`src/hdl/tpm_fsm_pkg.sv`:
```
// State encodings and locality number for the arbiter and command status machines
package tpm_fsm_pkg;

	typedef logic [3:0] locality_num_t;	// Address bits 15:12

	// Locality grant machine, one release cycle between grants
	typedef enum logic [1:0]
	{
		LOC_NULL,
		LOC_RELEASE,
		LOC_GRANTED
	} loc_state_e;

	// Command lifecycle
	typedef enum logic [2:0]
	{
		STS_IDLE,
		STS_READY,
		STS_RECEPTION,
		STS_EXECUTION,
		STS_COMPLETION
	} sts_state_e;

endpackage

```
`src/hdl/tpm_reg_map_pkg.sv`:
```
// Register map of the TPM FIFO interface; 12-bit offsets within one locality, single-byte access
package tpm_reg_map_pkg;

	typedef logic [7:0]  reg_byte_t;	// One bus or register byte
	typedef logic [11:0] reg_offset_t;	// Address bits 11:0

	// Register offsets, multi-byte registers give their lowest byte
	localparam reg_offset_t ACCESS_OFS       = 12'h000;
	localparam reg_offset_t INT_ENABLE_OFS   = 12'h008;	// Bytes 008 to 00B
	localparam reg_offset_t INT_STATUS_OFS   = 12'h010;
	localparam reg_offset_t INTF_CAP_OFS     = 12'h014;	// Bytes 014 to 017
	localparam reg_offset_t STS_OFS          = 12'h018;	// Bytes 018 to 01B
	localparam reg_offset_t FIFO_OFS         = 12'h024;	// Four-byte window
	localparam reg_offset_t XFIFO_OFS        = 12'h080;	// Four-byte window
	localparam reg_offset_t INTERFACE_ID_OFS = 12'h030;	// Bytes 030 to 033
	localparam reg_offset_t DID_VID_OFS      = 12'hF00;	// Bytes F00 to F03
	localparam reg_offset_t RID_OFS          = 12'hF04;

	// Access byte fields
	localparam int ACC_VALID_BIT   = 7;
	localparam int ACC_ACTIVE_BIT  = 5;	// Active locality, write 1 to relinquish
	localparam int ACC_SEIZED_BIT  = 4;	// Been seized, write 1 to clear
	localparam int ACC_SEIZE_BIT   = 3;
	localparam int ACC_PENDING_BIT = 2;
	localparam int ACC_REQ_USE_BIT = 1;
	localparam int ACC_ESTAB_BIT   = 0;

	// STS byte 0 fields
	localparam int STS_VALID_BIT      = 7;
	localparam int STS_CMD_READY_BIT  = 6;
	localparam int STS_GO_BIT         = 5;
	localparam int STS_DATA_AVAIL_BIT = 4;
	localparam int STS_EXPECT_BIT     = 3;

	// Interrupt fields, same positions in enable byte 0 and status byte 0
	localparam int INT_GLOBAL_BIT     = 7;	// Enable byte 3 only
	localparam int INT_CMD_READY_BIT  = 7;
	localparam int INT_POLARITY_LSB   = 3;	// Two bits wide
	localparam int INT_LOC_CHANGE_BIT = 2;
	localparam int INT_DATA_AVAIL_BIT = 0;

	// Identity values
	localparam logic [15:0] TPM_DID = 16'h5654;
	localparam logic [15:0] TPM_VID = 16'h3037;
	localparam reg_byte_t   TPM_RID = 8'hFF;

	// Four-byte identity registers, lowest offset in the low byte
	localparam logic [31:0] INTF_CAP_WORD     = 32'h3000_07E9;
	localparam logic [31:0] INTERFACE_ID_WORD = 32'h0000_8100;
	localparam logic [31:0] DID_VID_WORD      = {TPM_DID, TPM_VID};

	localparam reg_byte_t STS_FAMILY_BYTE = 8'h04;	// TPM2.0
	localparam reg_byte_t UNMAPPED_BYTE   = 8'hFF;

endpackage

```
`src/hdl/tpm_command_status.sv`:
```
// Command lifecycle of the FIFO interface; exec_done_i is a level, the write strobes last one cycle
module tpm_command_status
(
	input	logic	clock,
	input	logic	reset_n,

	input	logic	cmd_ready_wr_i,
	input	logic	tpm_go_wr_i,
	input	logic	fifo_wr_i,
	input	logic	seize_abort_i,
	input	logic	exec_done_i,

	output	logic	cmd_ready_o,
	output	logic	data_avail_o,
	output	logic	expect_o,
	output	logic	exec_start_o,
	output	logic	exec_ack_o
);

	tpm_fsm_pkg::sts_state_e	state_q;
	tpm_fsm_pkg::sts_state_e	state_next;

	always_comb
	begin
		state_next = state_q;
		case (state_q)
			tpm_fsm_pkg::STS_IDLE:
				if (cmd_ready_wr_i)
					state_next = tpm_fsm_pkg::STS_READY;
			tpm_fsm_pkg::STS_READY:
				if (fifo_wr_i)
					state_next = tpm_fsm_pkg::STS_RECEPTION;	// First command byte
			tpm_fsm_pkg::STS_RECEPTION:
				if (cmd_ready_wr_i)
					state_next = tpm_fsm_pkg::STS_IDLE;
				else if (tpm_go_wr_i)
					state_next = tpm_fsm_pkg::STS_EXECUTION;
			tpm_fsm_pkg::STS_EXECUTION:
				if (cmd_ready_wr_i)
					state_next = tpm_fsm_pkg::STS_IDLE;
				else if (exec_done_i)
					state_next = tpm_fsm_pkg::STS_COMPLETION;
			tpm_fsm_pkg::STS_COMPLETION:
				if (cmd_ready_wr_i)
					state_next = tpm_fsm_pkg::STS_IDLE;
			default:
				state_next = tpm_fsm_pkg::STS_IDLE;
		endcase

		// A seize drops whatever command was running
		if (seize_abort_i)
			state_next = tpm_fsm_pkg::STS_IDLE;
	end

	always_ff @(posedge clock or negedge reset_n)
	begin
		if (!reset_n)
			state_q <= tpm_fsm_pkg::STS_IDLE;
		else
			state_q <= state_next;
	end

	// Flags decoded straight from the state
	assign cmd_ready_o  = state_q == tpm_fsm_pkg::STS_READY;
	assign expect_o     = state_q == tpm_fsm_pkg::STS_RECEPTION;
	assign exec_start_o = state_q == tpm_fsm_pkg::STS_EXECUTION;
	assign data_avail_o = state_q == tpm_fsm_pkg::STS_COMPLETION;
	assign exec_ack_o   = state_q == tpm_fsm_pkg::STS_COMPLETION;

endmodule

```
`src/hdl/tpm_locality_arbiter.sv`:
```
// Locality arbiter, NUM_LOCALITIES from 1 to 5; a grant lands two cycles after a request write
module tpm_locality_arbiter
#(
	parameter int NUM_LOCALITIES = 5
)
(
	input	logic				clock,
	input	logic				reset_n,

	input	logic				access_wr_i,
	input	tpm_fsm_pkg::locality_num_t	access_num_i,
	input	tpm_reg_map_pkg::reg_byte_t	access_data_i,

	output	logic				active_valid_o,
	output	tpm_fsm_pkg::locality_num_t	active_num_o,
	output	logic				release_state_o,
	output	logic				loc_changed_o,
	output	logic				seize_abort_o,
	output	logic [NUM_LOCALITIES-1:0]	request_use_o,
	output	logic [NUM_LOCALITIES-1:0]	been_seized_o
);

	localparam tpm_fsm_pkg::locality_num_t LOC_LIMIT =
		tpm_fsm_pkg::locality_num_t'(NUM_LOCALITIES);

	tpm_fsm_pkg::loc_state_e	state_q;
	tpm_fsm_pkg::loc_state_e	state_next;
	tpm_fsm_pkg::locality_num_t	active_num_q;
	tpm_fsm_pkg::locality_num_t	grant_num;
	logic [NUM_LOCALITIES-1:0]	request_use_q;
	logic [NUM_LOCALITIES-1:0]	seize_q;
	logic [NUM_LOCALITIES-1:0]	been_seized_q;
	logic				in_range;
	logic				any_request;
	logic				request_wr;
	logic				relinquish;
	logic				try_seize;
	logic				granting;

	assign in_range    = access_num_i < LOC_LIMIT;
	assign any_request = |request_use_q;
	assign granting    = (state_q == tpm_fsm_pkg::LOC_RELEASE) && any_request;

	assign request_wr = access_wr_i && in_range &&
		(access_data_i[tpm_reg_map_pkg::ACC_REQ_USE_BIT] ||
		access_data_i[tpm_reg_map_pkg::ACC_SEIZE_BIT]);

	assign relinquish = access_wr_i && (state_q == tpm_fsm_pkg::LOC_GRANTED) &&
		(access_num_i == active_num_q) && access_data_i[tpm_reg_map_pkg::ACC_ACTIVE_BIT];

	// Only a higher locality may take over
	assign try_seize = access_wr_i && in_range && (state_q == tpm_fsm_pkg::LOC_GRANTED) &&
		(access_num_i > active_num_q) && access_data_i[tpm_reg_map_pkg::ACC_SEIZE_BIT];

	// Highest requester wins
	always_comb
	begin
		grant_num = '0;
		for (int i = 0; i < NUM_LOCALITIES; i++)
			if (request_use_q[i])
				grant_num = tpm_fsm_pkg::locality_num_t'(i);
	end

	always_comb
	begin
		state_next = state_q;
		case (state_q)
			tpm_fsm_pkg::LOC_NULL:
				if (any_request || request_wr)
					state_next = tpm_fsm_pkg::LOC_RELEASE;
			tpm_fsm_pkg::LOC_RELEASE:
				state_next = any_request ? tpm_fsm_pkg::LOC_GRANTED : tpm_fsm_pkg::LOC_NULL;
			tpm_fsm_pkg::LOC_GRANTED:
				if (relinquish || try_seize)
					state_next = tpm_fsm_pkg::LOC_RELEASE;
			default:
				state_next = tpm_fsm_pkg::LOC_NULL;
		endcase
	end

	always_ff @(posedge clock or negedge reset_n)
	begin
		if (!reset_n)
		begin
			state_q       <= tpm_fsm_pkg::LOC_NULL;
			active_num_q  <= '0;
			request_use_q <= '0;
			seize_q       <= '0;
			been_seized_q <= '0;
		end
		else
		begin
			state_q <= state_next;
			if (granting)
				active_num_q <= grant_num;
			for (int i = 0; i < NUM_LOCALITIES; i++)
			begin
				if (granting && grant_num == tpm_fsm_pkg::locality_num_t'(i))
					request_use_q[i] <= 1'b0;
				if (state_q == tpm_fsm_pkg::LOC_RELEASE)
					seize_q[i] <= 1'b0;	// Seize lasts one release cycle
				if (try_seize && active_num_q == tpm_fsm_pkg::locality_num_t'(i))
					been_seized_q[i] <= 1'b1;
				if (access_wr_i && access_num_i == tpm_fsm_pkg::locality_num_t'(i))
				begin
					request_use_q[i] <= request_wr;
					seize_q[i]       <= try_seize;
					if (access_data_i[tpm_reg_map_pkg::ACC_SEIZED_BIT])
						been_seized_q[i] <= 1'b0;
				end
			end
		end
	end

	assign active_valid_o  = state_q == tpm_fsm_pkg::LOC_GRANTED;
	assign active_num_o    = active_num_q;
	assign release_state_o = state_q == tpm_fsm_pkg::LOC_RELEASE;
	assign loc_changed_o   = granting;	// Release that hands over a grant
	assign seize_abort_o   = |seize_q;
	assign request_use_o   = request_use_q;
	assign been_seized_o   = been_seized_q;

endmodule

```
`src/hdl/tpm_reg_space.sv`:
```
// TPM FIFO register space top; one-cycle byte strobes, no FIFO storage, FIFO reads return 0xFF
module tpm_reg_space
#(
	parameter int		NUM_LOCALITIES = 5,		// 1 to 5
	parameter logic [15:0]	BURST_COUNT    = 16'h0064
)
(
	input	logic				clock,
	input	logic				reset_n,

	input	logic				req_i,
	input	logic				dir_i,
	input	logic [15:0]			address_i,
	input	tpm_reg_map_pkg::reg_byte_t	write_data_i,
	input	logic				exec_done_i,

	output	tpm_reg_map_pkg::reg_byte_t	read_data_o,
	output	logic [NUM_LOCALITIES-1:0]	locality_o,
	output	logic				exec_start_o,
	output	logic				exec_ack_o,
	output	logic				pirq_n_o
);

	logic				access_wr;
	tpm_fsm_pkg::locality_num_t	access_num;
	tpm_reg_map_pkg::reg_byte_t	access_data;
	logic				cmd_ready_wr;
	logic				tpm_go_wr;
	logic				fifo_wr;
	logic				active_valid;
	tpm_fsm_pkg::locality_num_t	active_num;
	logic				release_state;
	logic				loc_changed;
	logic				seize_abort;
	logic [NUM_LOCALITIES-1:0]	request_use;
	logic [NUM_LOCALITIES-1:0]	been_seized;
	logic				cmd_ready;
	logic				data_avail;
	logic				cmd_expect;

	tpm_locality_arbiter #(.NUM_LOCALITIES(NUM_LOCALITIES)) u_arbiter
	(
		.clock(clock), .reset_n(reset_n),
		.access_wr_i(access_wr), .access_num_i(access_num), .access_data_i(access_data),
		.active_valid_o(active_valid), .active_num_o(active_num),
		.release_state_o(release_state), .loc_changed_o(loc_changed),
		.seize_abort_o(seize_abort),
		.request_use_o(request_use), .been_seized_o(been_seized)
	);

	tpm_command_status u_command_status
	(
		.clock(clock), .reset_n(reset_n),
		.cmd_ready_wr_i(cmd_ready_wr), .tpm_go_wr_i(tpm_go_wr), .fifo_wr_i(fifo_wr),
		.seize_abort_i(seize_abort), .exec_done_i(exec_done_i),
		.cmd_ready_o(cmd_ready), .data_avail_o(data_avail), .expect_o(cmd_expect),
		.exec_start_o(exec_start_o), .exec_ack_o(exec_ack_o)
	);

	tpm_register_bank #(.NUM_LOCALITIES(NUM_LOCALITIES), .BURST_COUNT(BURST_COUNT)) u_bank
	(
		.clock(clock), .reset_n(reset_n),
		.req_i(req_i), .dir_i(dir_i), .address_i(address_i), .write_data_i(write_data_i),
		.active_valid_i(active_valid), .active_num_i(active_num),
		.release_state_i(release_state), .loc_changed_i(loc_changed),
		.request_use_i(request_use), .been_seized_i(been_seized),
		.cmd_ready_i(cmd_ready), .data_avail_i(data_avail), .expect_i(cmd_expect),
		.read_data_o(read_data_o),
		.access_wr_o(access_wr), .access_num_o(access_num), .access_data_o(access_data),
		.cmd_ready_wr_o(cmd_ready_wr), .tpm_go_wr_o(tpm_go_wr), .fifo_wr_o(fifo_wr),
		.locality_o(locality_o), .pirq_n_o(pirq_n_o)
	);

endmodule

```
`src/hdl/tpm_register_bank.sv`:
```
// Register bank for single-byte strobes; non-access registers answer only the active locality
module tpm_register_bank
#(
	parameter int		NUM_LOCALITIES = 5,
	parameter logic [15:0]	BURST_COUNT    = 16'h0064
)
(
	input	logic				clock,
	input	logic				reset_n,

	input	logic				req_i,
	input	logic				dir_i,		// 1 read, 0 write
	input	logic [15:0]			address_i,
	input	tpm_reg_map_pkg::reg_byte_t	write_data_i,

	input	logic				active_valid_i,
	input	tpm_fsm_pkg::locality_num_t	active_num_i,
	input	logic				release_state_i,
	input	logic				loc_changed_i,
	input	logic [NUM_LOCALITIES-1:0]	request_use_i,
	input	logic [NUM_LOCALITIES-1:0]	been_seized_i,
	input	logic				cmd_ready_i,
	input	logic				data_avail_i,
	input	logic				expect_i,

	output	tpm_reg_map_pkg::reg_byte_t	read_data_o,
	output	logic				access_wr_o,
	output	tpm_fsm_pkg::locality_num_t	access_num_o,
	output	tpm_reg_map_pkg::reg_byte_t	access_data_o,
	output	logic				cmd_ready_wr_o,
	output	logic				tpm_go_wr_o,
	output	logic				fifo_wr_o,
	output	logic [NUM_LOCALITIES-1:0]	locality_o,
	output	logic				pirq_n_o
);

	localparam tpm_fsm_pkg::locality_num_t LOC_LIMIT =
		tpm_fsm_pkg::locality_num_t'(NUM_LOCALITIES);

	tpm_reg_map_pkg::reg_offset_t	offset;
	tpm_fsm_pkg::locality_num_t	loc_num;
	logic [9:0]			word;
	logic [1:0]			byte_sel;
	logic				wr;
	logic				rd;
	logic				is_access;
	logic				allow;
	logic				reg_wr;
	logic				sts_wr;
	logic				loc_in_range;
	logic				addr_seized;
	logic				addr_request;

	logic		global_en;
	logic		cmd_ready_en;
	logic [1:0]	polarity;
	logic		loc_change_en;
	logic		data_avail_en;
	logic		cmd_ready_int;
	logic		loc_change_int;
	logic		data_avail_int;
	logic		cmd_ready_q;
	logic		data_avail_q;

	tpm_reg_map_pkg::reg_byte_t	status_clear;
	tpm_reg_map_pkg::reg_byte_t	access_byte;
	tpm_reg_map_pkg::reg_byte_t	sts_byte;
	tpm_reg_map_pkg::reg_byte_t	int_enable_byte;
	tpm_reg_map_pkg::reg_byte_t	int_status_byte;
	tpm_reg_map_pkg::reg_byte_t	rd_byte;
	tpm_reg_map_pkg::reg_byte_t	read_data_q;

	assign offset       = address_i[11:0];
	assign loc_num      = address_i[15:12];
	assign word         = offset[11:2];
	assign byte_sel     = offset[1:0];
	assign wr           = req_i && !dir_i;
	assign rd           = req_i && dir_i;
	assign is_access    = offset == tpm_reg_map_pkg::ACCESS_OFS;
	assign loc_in_range = loc_num < LOC_LIMIT;
	assign allow        = active_valid_i && (loc_num == active_num_i);
	assign reg_wr       = wr && allow;
	assign sts_wr       = reg_wr && (offset == tpm_reg_map_pkg::STS_OFS);

	// Strobes to the arbiter and the status machine
	assign access_wr_o    = wr && is_access;	// Any locality
	assign access_num_o   = loc_num;
	assign access_data_o  = write_data_i;
	assign cmd_ready_wr_o = sts_wr && write_data_i[tpm_reg_map_pkg::STS_CMD_READY_BIT];
	assign tpm_go_wr_o    = sts_wr && write_data_i[tpm_reg_map_pkg::STS_GO_BIT];
	assign fifo_wr_o      = reg_wr &&
		(word == tpm_reg_map_pkg::FIFO_OFS[11:2] || word == tpm_reg_map_pkg::XFIFO_OFS[11:2]);

	assign status_clear = (reg_wr && offset == tpm_reg_map_pkg::INT_STATUS_OFS) ?
		write_data_i : '0;	// Write one to clear

	// Per-locality flags of the addressed locality, and the one-hot grant
	always_comb
	begin
		addr_seized  = 1'b0;
		addr_request = 1'b0;
		for (int i = 0; i < NUM_LOCALITIES; i++)
		begin
			locality_o[i] = active_valid_i && active_num_i == tpm_fsm_pkg::locality_num_t'(i);
			if (loc_num == tpm_fsm_pkg::locality_num_t'(i))
			begin
				addr_seized  = been_seized_i[i];
				addr_request = request_use_i[i];
			end
		end
	end

	// Field packing
	always_comb
	begin
		access_byte = '0;
		access_byte[tpm_reg_map_pkg::ACC_VALID_BIT]   = !release_state_i;
		access_byte[tpm_reg_map_pkg::ACC_ACTIVE_BIT]  = allow;
		access_byte[tpm_reg_map_pkg::ACC_SEIZED_BIT]  = addr_seized;
		access_byte[tpm_reg_map_pkg::ACC_PENDING_BIT] = |request_use_i;
		access_byte[tpm_reg_map_pkg::ACC_REQ_USE_BIT] = addr_request;
		access_byte[tpm_reg_map_pkg::ACC_ESTAB_BIT]   = 1'b1;

		sts_byte = '0;
		sts_byte[tpm_reg_map_pkg::STS_VALID_BIT]      = 1'b1;
		sts_byte[tpm_reg_map_pkg::STS_CMD_READY_BIT]  = cmd_ready_i;
		sts_byte[tpm_reg_map_pkg::STS_DATA_AVAIL_BIT] = data_avail_i;
		sts_byte[tpm_reg_map_pkg::STS_EXPECT_BIT]     = expect_i;

		int_enable_byte = '0;
		int_enable_byte[tpm_reg_map_pkg::INT_CMD_READY_BIT]       = cmd_ready_en;
		int_enable_byte[tpm_reg_map_pkg::INT_POLARITY_LSB +: 2]   = polarity;
		int_enable_byte[tpm_reg_map_pkg::INT_LOC_CHANGE_BIT]      = loc_change_en;
		int_enable_byte[tpm_reg_map_pkg::INT_DATA_AVAIL_BIT]      = data_avail_en;

		int_status_byte = '0;
		int_status_byte[tpm_reg_map_pkg::INT_CMD_READY_BIT]  = cmd_ready_int;
		int_status_byte[tpm_reg_map_pkg::INT_LOC_CHANGE_BIT] = loc_change_int;
		int_status_byte[tpm_reg_map_pkg::INT_DATA_AVAIL_BIT] = data_avail_int;
	end

	// Read multiplexer, FIFO windows fall through to 0xFF
	always_comb
	begin
		rd_byte = tpm_reg_map_pkg::UNMAPPED_BYTE;
		if (is_access)
		begin
			if (loc_in_range)
				rd_byte = access_byte;
		end
		else if (allow)
		begin
			case (word)
				tpm_reg_map_pkg::INT_ENABLE_OFS[11:2]:
					if (byte_sel == 2'd0)
						rd_byte = int_enable_byte;
					else if (byte_sel == 2'd3)
						rd_byte = {global_en, 7'd0};
					else
						rd_byte = 8'h00;
				tpm_reg_map_pkg::INT_STATUS_OFS[11:2]:
					rd_byte = (byte_sel == 2'd0) ? int_status_byte : 8'h00;
				tpm_reg_map_pkg::INTF_CAP_OFS[11:2]:
					rd_byte = tpm_reg_map_pkg::INTF_CAP_WORD[{byte_sel, 3'b000} +: 8];
				tpm_reg_map_pkg::STS_OFS[11:2]:
					case (byte_sel)
						2'd0:    rd_byte = sts_byte;
						2'd1:    rd_byte = BURST_COUNT[7:0];
						2'd2:    rd_byte = BURST_COUNT[15:8];
						default: rd_byte = tpm_reg_map_pkg::STS_FAMILY_BYTE;
					endcase
				tpm_reg_map_pkg::INTERFACE_ID_OFS[11:2]:
					rd_byte = tpm_reg_map_pkg::INTERFACE_ID_WORD[{byte_sel, 3'b000} +: 8];
				tpm_reg_map_pkg::DID_VID_OFS[11:2]:
					rd_byte = tpm_reg_map_pkg::DID_VID_WORD[{byte_sel, 3'b000} +: 8];
				tpm_reg_map_pkg::RID_OFS[11:2]:
					if (byte_sel == 2'd0)
						rd_byte = tpm_reg_map_pkg::TPM_RID;
				default:
					rd_byte = tpm_reg_map_pkg::UNMAPPED_BYTE;
			endcase
		end
	end

	always_ff @(posedge clock or negedge reset_n)
	begin
		if (!reset_n)
		begin
			global_en      <= 1'b0;
			cmd_ready_en   <= 1'b0;
			polarity       <= 2'b01;	// Level low
			loc_change_en  <= 1'b0;
			data_avail_en  <= 1'b0;
			cmd_ready_int  <= 1'b0;
			loc_change_int <= 1'b0;
			data_avail_int <= 1'b0;
			cmd_ready_q    <= 1'b0;
			data_avail_q   <= 1'b0;
			read_data_q    <= tpm_reg_map_pkg::UNMAPPED_BYTE;
		end
		else
		begin
			cmd_ready_q  <= cmd_ready_i;
			data_avail_q <= data_avail_i;
			read_data_q  <= rd ? rd_byte : tpm_reg_map_pkg::UNMAPPED_BYTE;

			if (reg_wr && offset == tpm_reg_map_pkg::INT_ENABLE_OFS)
			begin
				cmd_ready_en  <= write_data_i[tpm_reg_map_pkg::INT_CMD_READY_BIT];
				polarity      <= write_data_i[tpm_reg_map_pkg::INT_POLARITY_LSB +: 2];
				loc_change_en <= write_data_i[tpm_reg_map_pkg::INT_LOC_CHANGE_BIT];
				data_avail_en <= write_data_i[tpm_reg_map_pkg::INT_DATA_AVAIL_BIT];
			end
			if (reg_wr && offset == tpm_reg_map_pkg::INT_ENABLE_OFS + 12'd3)
				global_en <= write_data_i[tpm_reg_map_pkg::INT_GLOBAL_BIT];

			// New events win over a clear in the same cycle
			cmd_ready_int <= (cmd_ready_int &&
				!status_clear[tpm_reg_map_pkg::INT_CMD_READY_BIT]) ||
				(global_en && cmd_ready_en && cmd_ready_i && !cmd_ready_q);
			data_avail_int <= (data_avail_int &&
				!status_clear[tpm_reg_map_pkg::INT_DATA_AVAIL_BIT]) ||
				(global_en && data_avail_en && data_avail_i && !data_avail_q);
			loc_change_int <= (loc_change_int &&
				!status_clear[tpm_reg_map_pkg::INT_LOC_CHANGE_BIT]) ||
				(global_en && loc_change_en && loc_changed_i);
		end
	end

	assign read_data_o = read_data_q;
	assign pirq_n_o    = !(cmd_ready_int || loc_change_int || data_avail_int);

endmodule

```
`config.mk`:
```
export PLATFORM = sky130hd
export DESIGN_NAME = tpm_reg_space
export DESIGN_NICKNAME = d
export VERILOG_FILES = /design/src/hdl/tpm_fsm_pkg.sv /design/src/hdl/tpm_reg_map_pkg.sv /design/src/hdl/tpm_command_status.sv /design/src/hdl/tpm_locality_arbiter.sv /design/src/hdl/tpm_reg_space.sv /design/src/hdl/tpm_register_bank.sv
export SDC_FILE = /design/constraint.sdc
export NUM_CORES = 1
export LEC_CHECK = 0
export ABC_AREA = 1
export BUFFER_PORTS_ARGS = -buffer_cell sky130_fd_sc_hd__buf_2
export CAP_MARGIN = 20
export CORE_ASPECT_RATIO = 1.1
export CORE_MARGIN = 2
export CORE_UTILIZATION = 55
export CTS_BUF_LIST = sky130_fd_sc_hd__clkbuf_2
export CTS_CLUSTER_SIZE = 28
export DETAILED_ROUTE_END_ITERATION = 8
export GPL_ROUTABILITY_DRIVEN = 0
export PLACE_DENSITY = 0.78
export SLEW_MARGIN = 10
export SYNTH_ARGS = -nofsm -noshare
export SYNTH_HDL_FRONTEND = slang
export SYNTH_SLANG_ARGS = --single-unit
```
`constraint.sdc`:
```
create_clock -name clock -period 2.7 [get_ports clock]
set_input_delay 0.405 -clock clock [delete_from_list [all_inputs] [get_ports clock]]
set_output_delay 0.405 -clock clock [all_outputs]
set_load 0.03 [all_outputs]
```
Word-level counts from Yosys, hierarchy flattened:

Index checks and enable logic that the tools add are counted.

* register bits: 43
* output and inout bits: 16

* magnitude comparators: 2
* eq/ne operators: 41
* shifts and indexed selects: 3
* multiplexer cells: 68
* reductions and logical operators: 90

Operator list (number)
* indexed part select 32 x 6 -> 8 bit (first input constant): 3
* two-way mux 8 bit: 8
* logical AND 1 bit: 52
* one-hot mux 8 bit (6 select lines): 1
* two-way mux 1 bit: 42
* == test 10 x 3 -> 1 bit (second input constant): 3
* == test 12 x 4 -> 1 bit (second input constant): 2
* == test 12 x 5 -> 1 bit (second input constant): 2
* == test 4 x 2 -> 1 bit (second input constant): 6
* two-way mux 3 bit: 8
* one-hot mux 8 bit (3 select lines): 1
* == test 10 x 4 -> 1 bit (second input constant): 2
* nonzero test 2 bit: 10
* one-hot mux 3 bit (5 select lines): 1
* == test 4 x 1 -> 1 bit (second input constant): 3
* == test 4 x 3 -> 1 bit (second input constant): 3
* zero test 12 bit: 1
* zero test 4 bit: 3
* two-way mux 4 bit: 3
* == test 10 bit (second input constant): 1
* == test 10 x 2 -> 1 bit (second input constant): 1
* == test 10 x 6 -> 1 bit (second input constant): 1
* OR reduction 5 bit: 2
* logical OR 1 bit: 9
* other kinds (20): 36

Depth between registers and ports, before layout:

* word-level depth: 11
* mapped depth: 14
* mapped depth without buffers: 13

Cells and area by module:

From an unflattened synthesis, not the netlist that was laid out.

* cell total of the unflattened synthesis: 454
* area total of the unflattened synthesis: 3075.4 µm²

Modules (own cells, without submodules)
* tpm_register_bank: times used 1, cells each 270, area each 1692.9 µm²
* tpm_locality_arbiter: times used 1, cells each 144, area each 1137.3 µm²
* tpm_command_status: times used 1, cells each 40, area each 245.2 µm²

Least setup slack after synthesis:

Ideal clock, no wire load.

* kind: register to output
* start point: register u_arbiter.active_num_q[2], in the netlist u_arbiter.active_num_o[2]
* end point: output port locality_o[4]
* arrival: 1632 ps
* required time: 2295 ps
* setup slack: 663 ps
* cell stages (with the launch flop): 4
* path buffers: 1
* cells stage by stage: dfrtp_1 > clkbuf_1 > inv_1 > nor4_1

* longest elaborated chain between the ends: 2

Ends and longest elaborated chain
* from (decl): line tpm_locality_arbiter.sv:28 `tpm_fsm_pkg::locality_num_t active_num_q;`
* from (signal assigned): line tpm_locality_arbiter.sv:95 `active_num_q <= grant_num;`
* == test 4 x 3 -> 1 bit: line tpm_register_bank.sv:104 `locality_o[i] = active_valid_i && active_num_i == tpm_fsm_pkg::locality_num_t'(i);`
* logical AND 1 bit: line tpm_register_bank.sv:104
* to (decl): line tpm_reg_space.sv:18 `output logic [NUM_LOCALITIES-1:0] locality_o,`

Every way passes these cells.

Worst setup path in the final report:

* start point: register u_arbiter.active_num_q[2], in the netlist u_arbiter.active_num_o[2]
* end point: register u_command_status.state_q[2]

* longest elaborated chain between the ends: 8
* elaborated cells on any way between the ends: 17
* those cells by class: 6 x eq/ne; 4 x mux; 7 x reduce/logical

Ends and longest elaborated chain
* == test 4 bit (*): line tpm_register_bank.sv:81 `assign allow = active_valid_i && (loc_num == active_num_i);`
* logical AND 1 bit (*): line tpm_register_bank.sv:81
* logical AND 1 bit (*): line tpm_register_bank.sv:82 `assign reg_wr = wr && allow;`
* logical AND 1 bit: line tpm_register_bank.sv:83 `assign sts_wr = reg_wr && (offset == tpm_reg_map_pkg::STS_OFS);`
* logical AND 1 bit: line tpm_register_bank.sv:89 `assign cmd_ready_wr_o = sts_wr && write_data_i[tpm_reg_map_pkg::STS_CMD_READY_BIT];`
* two-way mux 3 bit, on equally long branches: line tpm_command_status.sv:39, tpm_command_status.sv:34
* one-hot mux 3 bit (5 select lines): line tpm_command_status.sv:26 `case (state_q)`
* two-way mux 3 bit: line tpm_command_status.sv:51 `if (seize_abort_i)`
* to (signal assigned): line tpm_command_status.sv:58 `state_q <= tpm_fsm_pkg::STS_IDLE;`
* to (signal assigned): line tpm_command_status.sv:60 `state_q <= state_next;`
* to (decl): line tpm_command_status.sv:20 `tpm_fsm_pkg::sts_state_e state_q;`

Mark *: on every way between the ends. The rest lies on a longest branch, timed or not.
A chain may end at the register's enable or synchronous reset.

==> metrics.md <==
| Metric | Value |
|---|---|
| Run status | `completed` |
| WL per Instance | `14.1 um` |
| NetSw | `0.442 mW` |
| Largest family of logic cells by synthesized area | `simple AND/OR/NAND/NOR gates` |
| Initial antenna violation count | `0` |
| Setup bufs post-CTS | `0` |
| Routed vias/inst | `5.57` |
| Max_cap viols | `0` |
| Fin. Hold Viols | `0` |
| Grt total ovfl | `0` |
| Multi-input logic area | `1530 sq um` |
| First-pass GRT wire length | `12000 um` |
| Synth Cell Area | `2880 sq um` |
| Clk Latency, worst-skew pair | `0.41 ns` |
| CTS Buffer Depth | `2` |
| Reg2Reg Capture Point | `u_command_status.state_q[2]$_DFFE_PN0P_` |
| Nets | `480` |
| Leakage power | `1.59 nW` |
| Worst slack at placement | `0.621 ns` |
| Post-route DRC | `0` |
| Core Area | `5030 sq um` |
| Clk_skew | `0.0170 ns` |
| Reg2Reg Depth | `13` |
| CTS resizes | `0` |
| Sequential share of the synthesized area | `36.9%` |
| Sw frac | `35.1%` |
| CTS root buf | `clkbuf_2` |
| Clock Power Share | `20.4%` |
| VDD IR max | `0.000237 V` |
| Tmin final | `2.16 ns` |
| Least-Margin Pin Slew | `0.902 ns` |
| # IOs | `45` |
| Most frequent cells in the layout | `64 x nand2_1, 61 x inv_1, 44 x buf_2` |
| Crit path DAT | `2.48 ns` |
| Worst Setup Slack, final | `0.541 ns` |
| Synth Instances | `398` |
| Syn Area/Cell | `7.23 sq um` |
| Final Cycle Share | `80.0%` |
| Worst Hold Class | `in -> async` |
| Synthesis warning total | `0` |
| Post-synthesis xor/xnor area fraction | `0%` |
| H-Tree Level Count | `2` |
| Max Clk Rate | `0.463 GHz` |
| Setup Crit Path Kind | `reg -> reg` |
| Total GRT Usage | `26.4%` |
| Crit end category | `flip-flop` |
| Reg2reg start | `u_arbiter.active_num_o[2]$_DFFE_PN0P_` |
| Router iterations before antenna repair | `4` |
| Yosys cell types | `38` |
| CTS tree | `yes` |
| Final Core Density | `63.6%` |
| ANT nets after route | `0` |
| Detailed Route Iter0 Violations | `203` |
| Hold_buf cts | `0` |
| Post-synthesis compound-gate area fraction | `14.4%` |
| Setup TNS Final | `0 ns` |
| Inserted Clock Buffers | `5` |
| Combinational share of power | `25.2%` |
| Slowest cell on the critical path | `dfrtp_1` |
| Synth area leader | `dfrtp_1` |
| Mux cell area share after synthesis | `0.391%` |
| Reg area | `1060 sq um` |
| Max incr delay on CP | `0.54 ns` |
| Synth top area cells | `dfrtp_1 29%, nand2_1 8.3%, dfstp_2 8.2%` |
| Clock transition at the registers of the reported paths | `0.21 ns` |
| Area growth, synth to finish | `11.3%` |
| Crit path max fanout | `9` |
| Die Area | `5830 sq um` |
| Total wire length | `7160 um` |
| Clk sinks | `42` |
| Worst setup SP type | `flip-flop` |
| Post-Synth Adder-Cell Area | `1.30%` |
| Proportion of layout cells with a drive suffix above 1 | `24.5%` |
| Critical path cell sequence | `inv_1 > ha_1 > inv_1 > nor2_2 > nand3_4 > nor3_1 > nand2_1 > nand2_1 > nand3_2 > nand2_2 > nand2_1 > nand2_1 > inv_1` |
| CP bufs+invs | `3` |
| Largest net degree at the start of global routing | `43` |
| Internal power | `0.819 mW` |
| Crit-path most repeated cell | `nand2_1` |
| Port buffer count | `44` |
| Net Count, Synth | `430` |
| Detailed Place HPWL | `5700 um` |
| RSZ-0062 raised after global routing | `false` |
| Headroom to the max-slew limit | `39.8%` |
| Die height | `79.9 um` |
| Reg2Reg Setup Slack | `0.54 ns` |
| Vias after detailed routing | `2826` |
| Die W | `73.0 um` |
| Vias in the first global route | `2691` |
| Most common cell after layout, fill and taps aside | `nand2_1` |
| Max-slew violation count | `0` |
| Pwr dens | `394 nW/um^2` |
| Final-layout fill cell count | `449` |
| Top-area cell type share of the netlist area | `28.7%` |
| Simple-gate share of the synthesized area | `37.1%` |
| Cell family with most CP delay | `simple AND/OR/NAND/NOR gates` |
| Initial Util | `57.2%` |
| Ant. Diodes | `0` |
| Core Rows | `27` |
| Post-synthesis register bit count | `42` |
| Setup violators final | `0` |
| Seq pwr share | `54.4%` |
| WP data required | `3.02 ns` |
## per-layer routing
layer	vias up	track usage (%)	part of all wire [%]
li1	1421	-	-
met1	1316	32.3	43
met2	74	45.3	50
met3	15	5.93	4.8
met4	0	8.89	2.3
met5	-	0	0
## layout make-up
type | instances | area share, %
multi-input combinational | 282 | 47.9
sequential | 42 | 33.2
inverter | 73 | 8.71
timing repair buffer | 44 | 6.87
tap | 58 | 2.27
clock buffer | 5 | 0.781
clock inverter | 3 | 0.352
## cell usage after synthesis, drive strengths merged
| cell type | instances |
|---|---|
| a211oi | 1 |
| a21oi | 14 |
| a31oi | 4 |
| and2 | 1 |
| and3 | 1 |
| clkbuf | 1 |
| clkinv | 1 |
| dfrtp | 33 |
| dfstp | 9 |
| ha | 3 |
| inv | 72 |
| mux2 | 1 |
| nand2 | 75 |
| nand3 | 46 |
| nand4 | 4 |
| nor2 | 60 |
| nor3 | 13 |
| nor4 | 6 |
| o211ai | 3 |
| o21a | 1 |
| o21ai | 41 |
| o22ai | 4 |
| o311ai | 1 |
| o31ai | 1 |
| o41ai | 2 |
## power groups by stage
stage	combinational [mW]	sequential (mW)	clock, mW
after detailed placement	0.317	0.696	0
after CTS	0.318	0.685	0.267
after global placement	0.309	0.695	0
after floorplan	0.214	0.692	0
after global routing	0.359	0.689	0.292
final	0.318	0.686	0.257
## logic make-up (layout without fill, tap and decap cells)
| kind of cell | Yosys count | in the layout |
|---|---|---|
| AOI/OAI and AO/OA | 72 | 72 |
| adders and majority gates | 3 | 3 |
| muxes | 1 | 1 |
| buffers and inverters | 74 | 125 |
| DFF | 42 | 42 |
| and+or+nand+nor | 206 | 206 |
## flip-flops by register name, indices dropped and copies added, names as in the netlist
name / flops
u_command_status.state_q: 3
u_arbiter.state_q: 2
u_bank.cmd_ready_q: 1
u_bank.loc_change_int: 1
u_arbiter.active_num_o: 3
u_bank.cmd_ready_int: 1
u_bank.global_en: 1
u_arbiter.been_seized_o: 5
u_arbiter.request_use_o: 5
u_bank.data_avail_int: 1
u_bank.data_avail_en: 1
u_bank.polarity: 2
u_bank.cmd_ready_en: 1
u_bank.data_avail_q: 1
u_arbiter.seize_q: 5
u_bank.loc_change_en: 1
u_bank.read_data_o: 8
## per-stage QoR
| stage | cells | area [sq um] | hold WS [ns] | power, mW |
|---|---|---|---|---|
| 6_report | 507 | 3200 | 0.0823 | 1.26 |
| 3_3_place_gp | 499 | 3170 | 0.412 | 1.00 |
| 4_1_cts | 507 | 3200 | 0.108 | 1.27 |
| 3_5_place_dp | 499 | 3170 | 0.425 | 1.01 |
| 2_1_floorplan | 398 | 2880 | 0.109 | 0.906 |
| 5_1_grt | 507 | 3200 | 0.131 | 1.34 |
## how the worst max path moves through the flow
stage | cells after the start | from | end | slack (ns)
after floorplan | 3 | u_arbiter.active_num_o[2]$_DFFE_PN0P_ | locality_o[4] | 0.66
after global placement | 13 | u_arbiter.active_num_o[2]$_DFFE_PN0P_ | u_command_status.state_q[2]$_DFFE_PN0P_ | 0.74
after detailed placement | 13 | u_arbiter.active_num_o[2]$_DFFE_PN0P_ | u_command_status.state_q[2]$_DFFE_PN0P_ | 0.62
after CTS | 13 | u_arbiter.active_num_o[2]$_DFFE_PN0P_ | u_command_status.state_q[2]$_DFFE_PN0P_ | 0.58
after global routing | 13 | u_arbiter.active_num_o[2]$_DFFE_PN0P_ | u_command_status.state_q[2]$_DFFE_PN0P_ | 0.35
final | 13 | u_arbiter.active_num_o[2]$_DFFE_PN0P_ | u_command_status.state_q[2]$_DFFE_PN0P_ | 0.54
No activity file was read; power rests on OpenSTA's default activity.
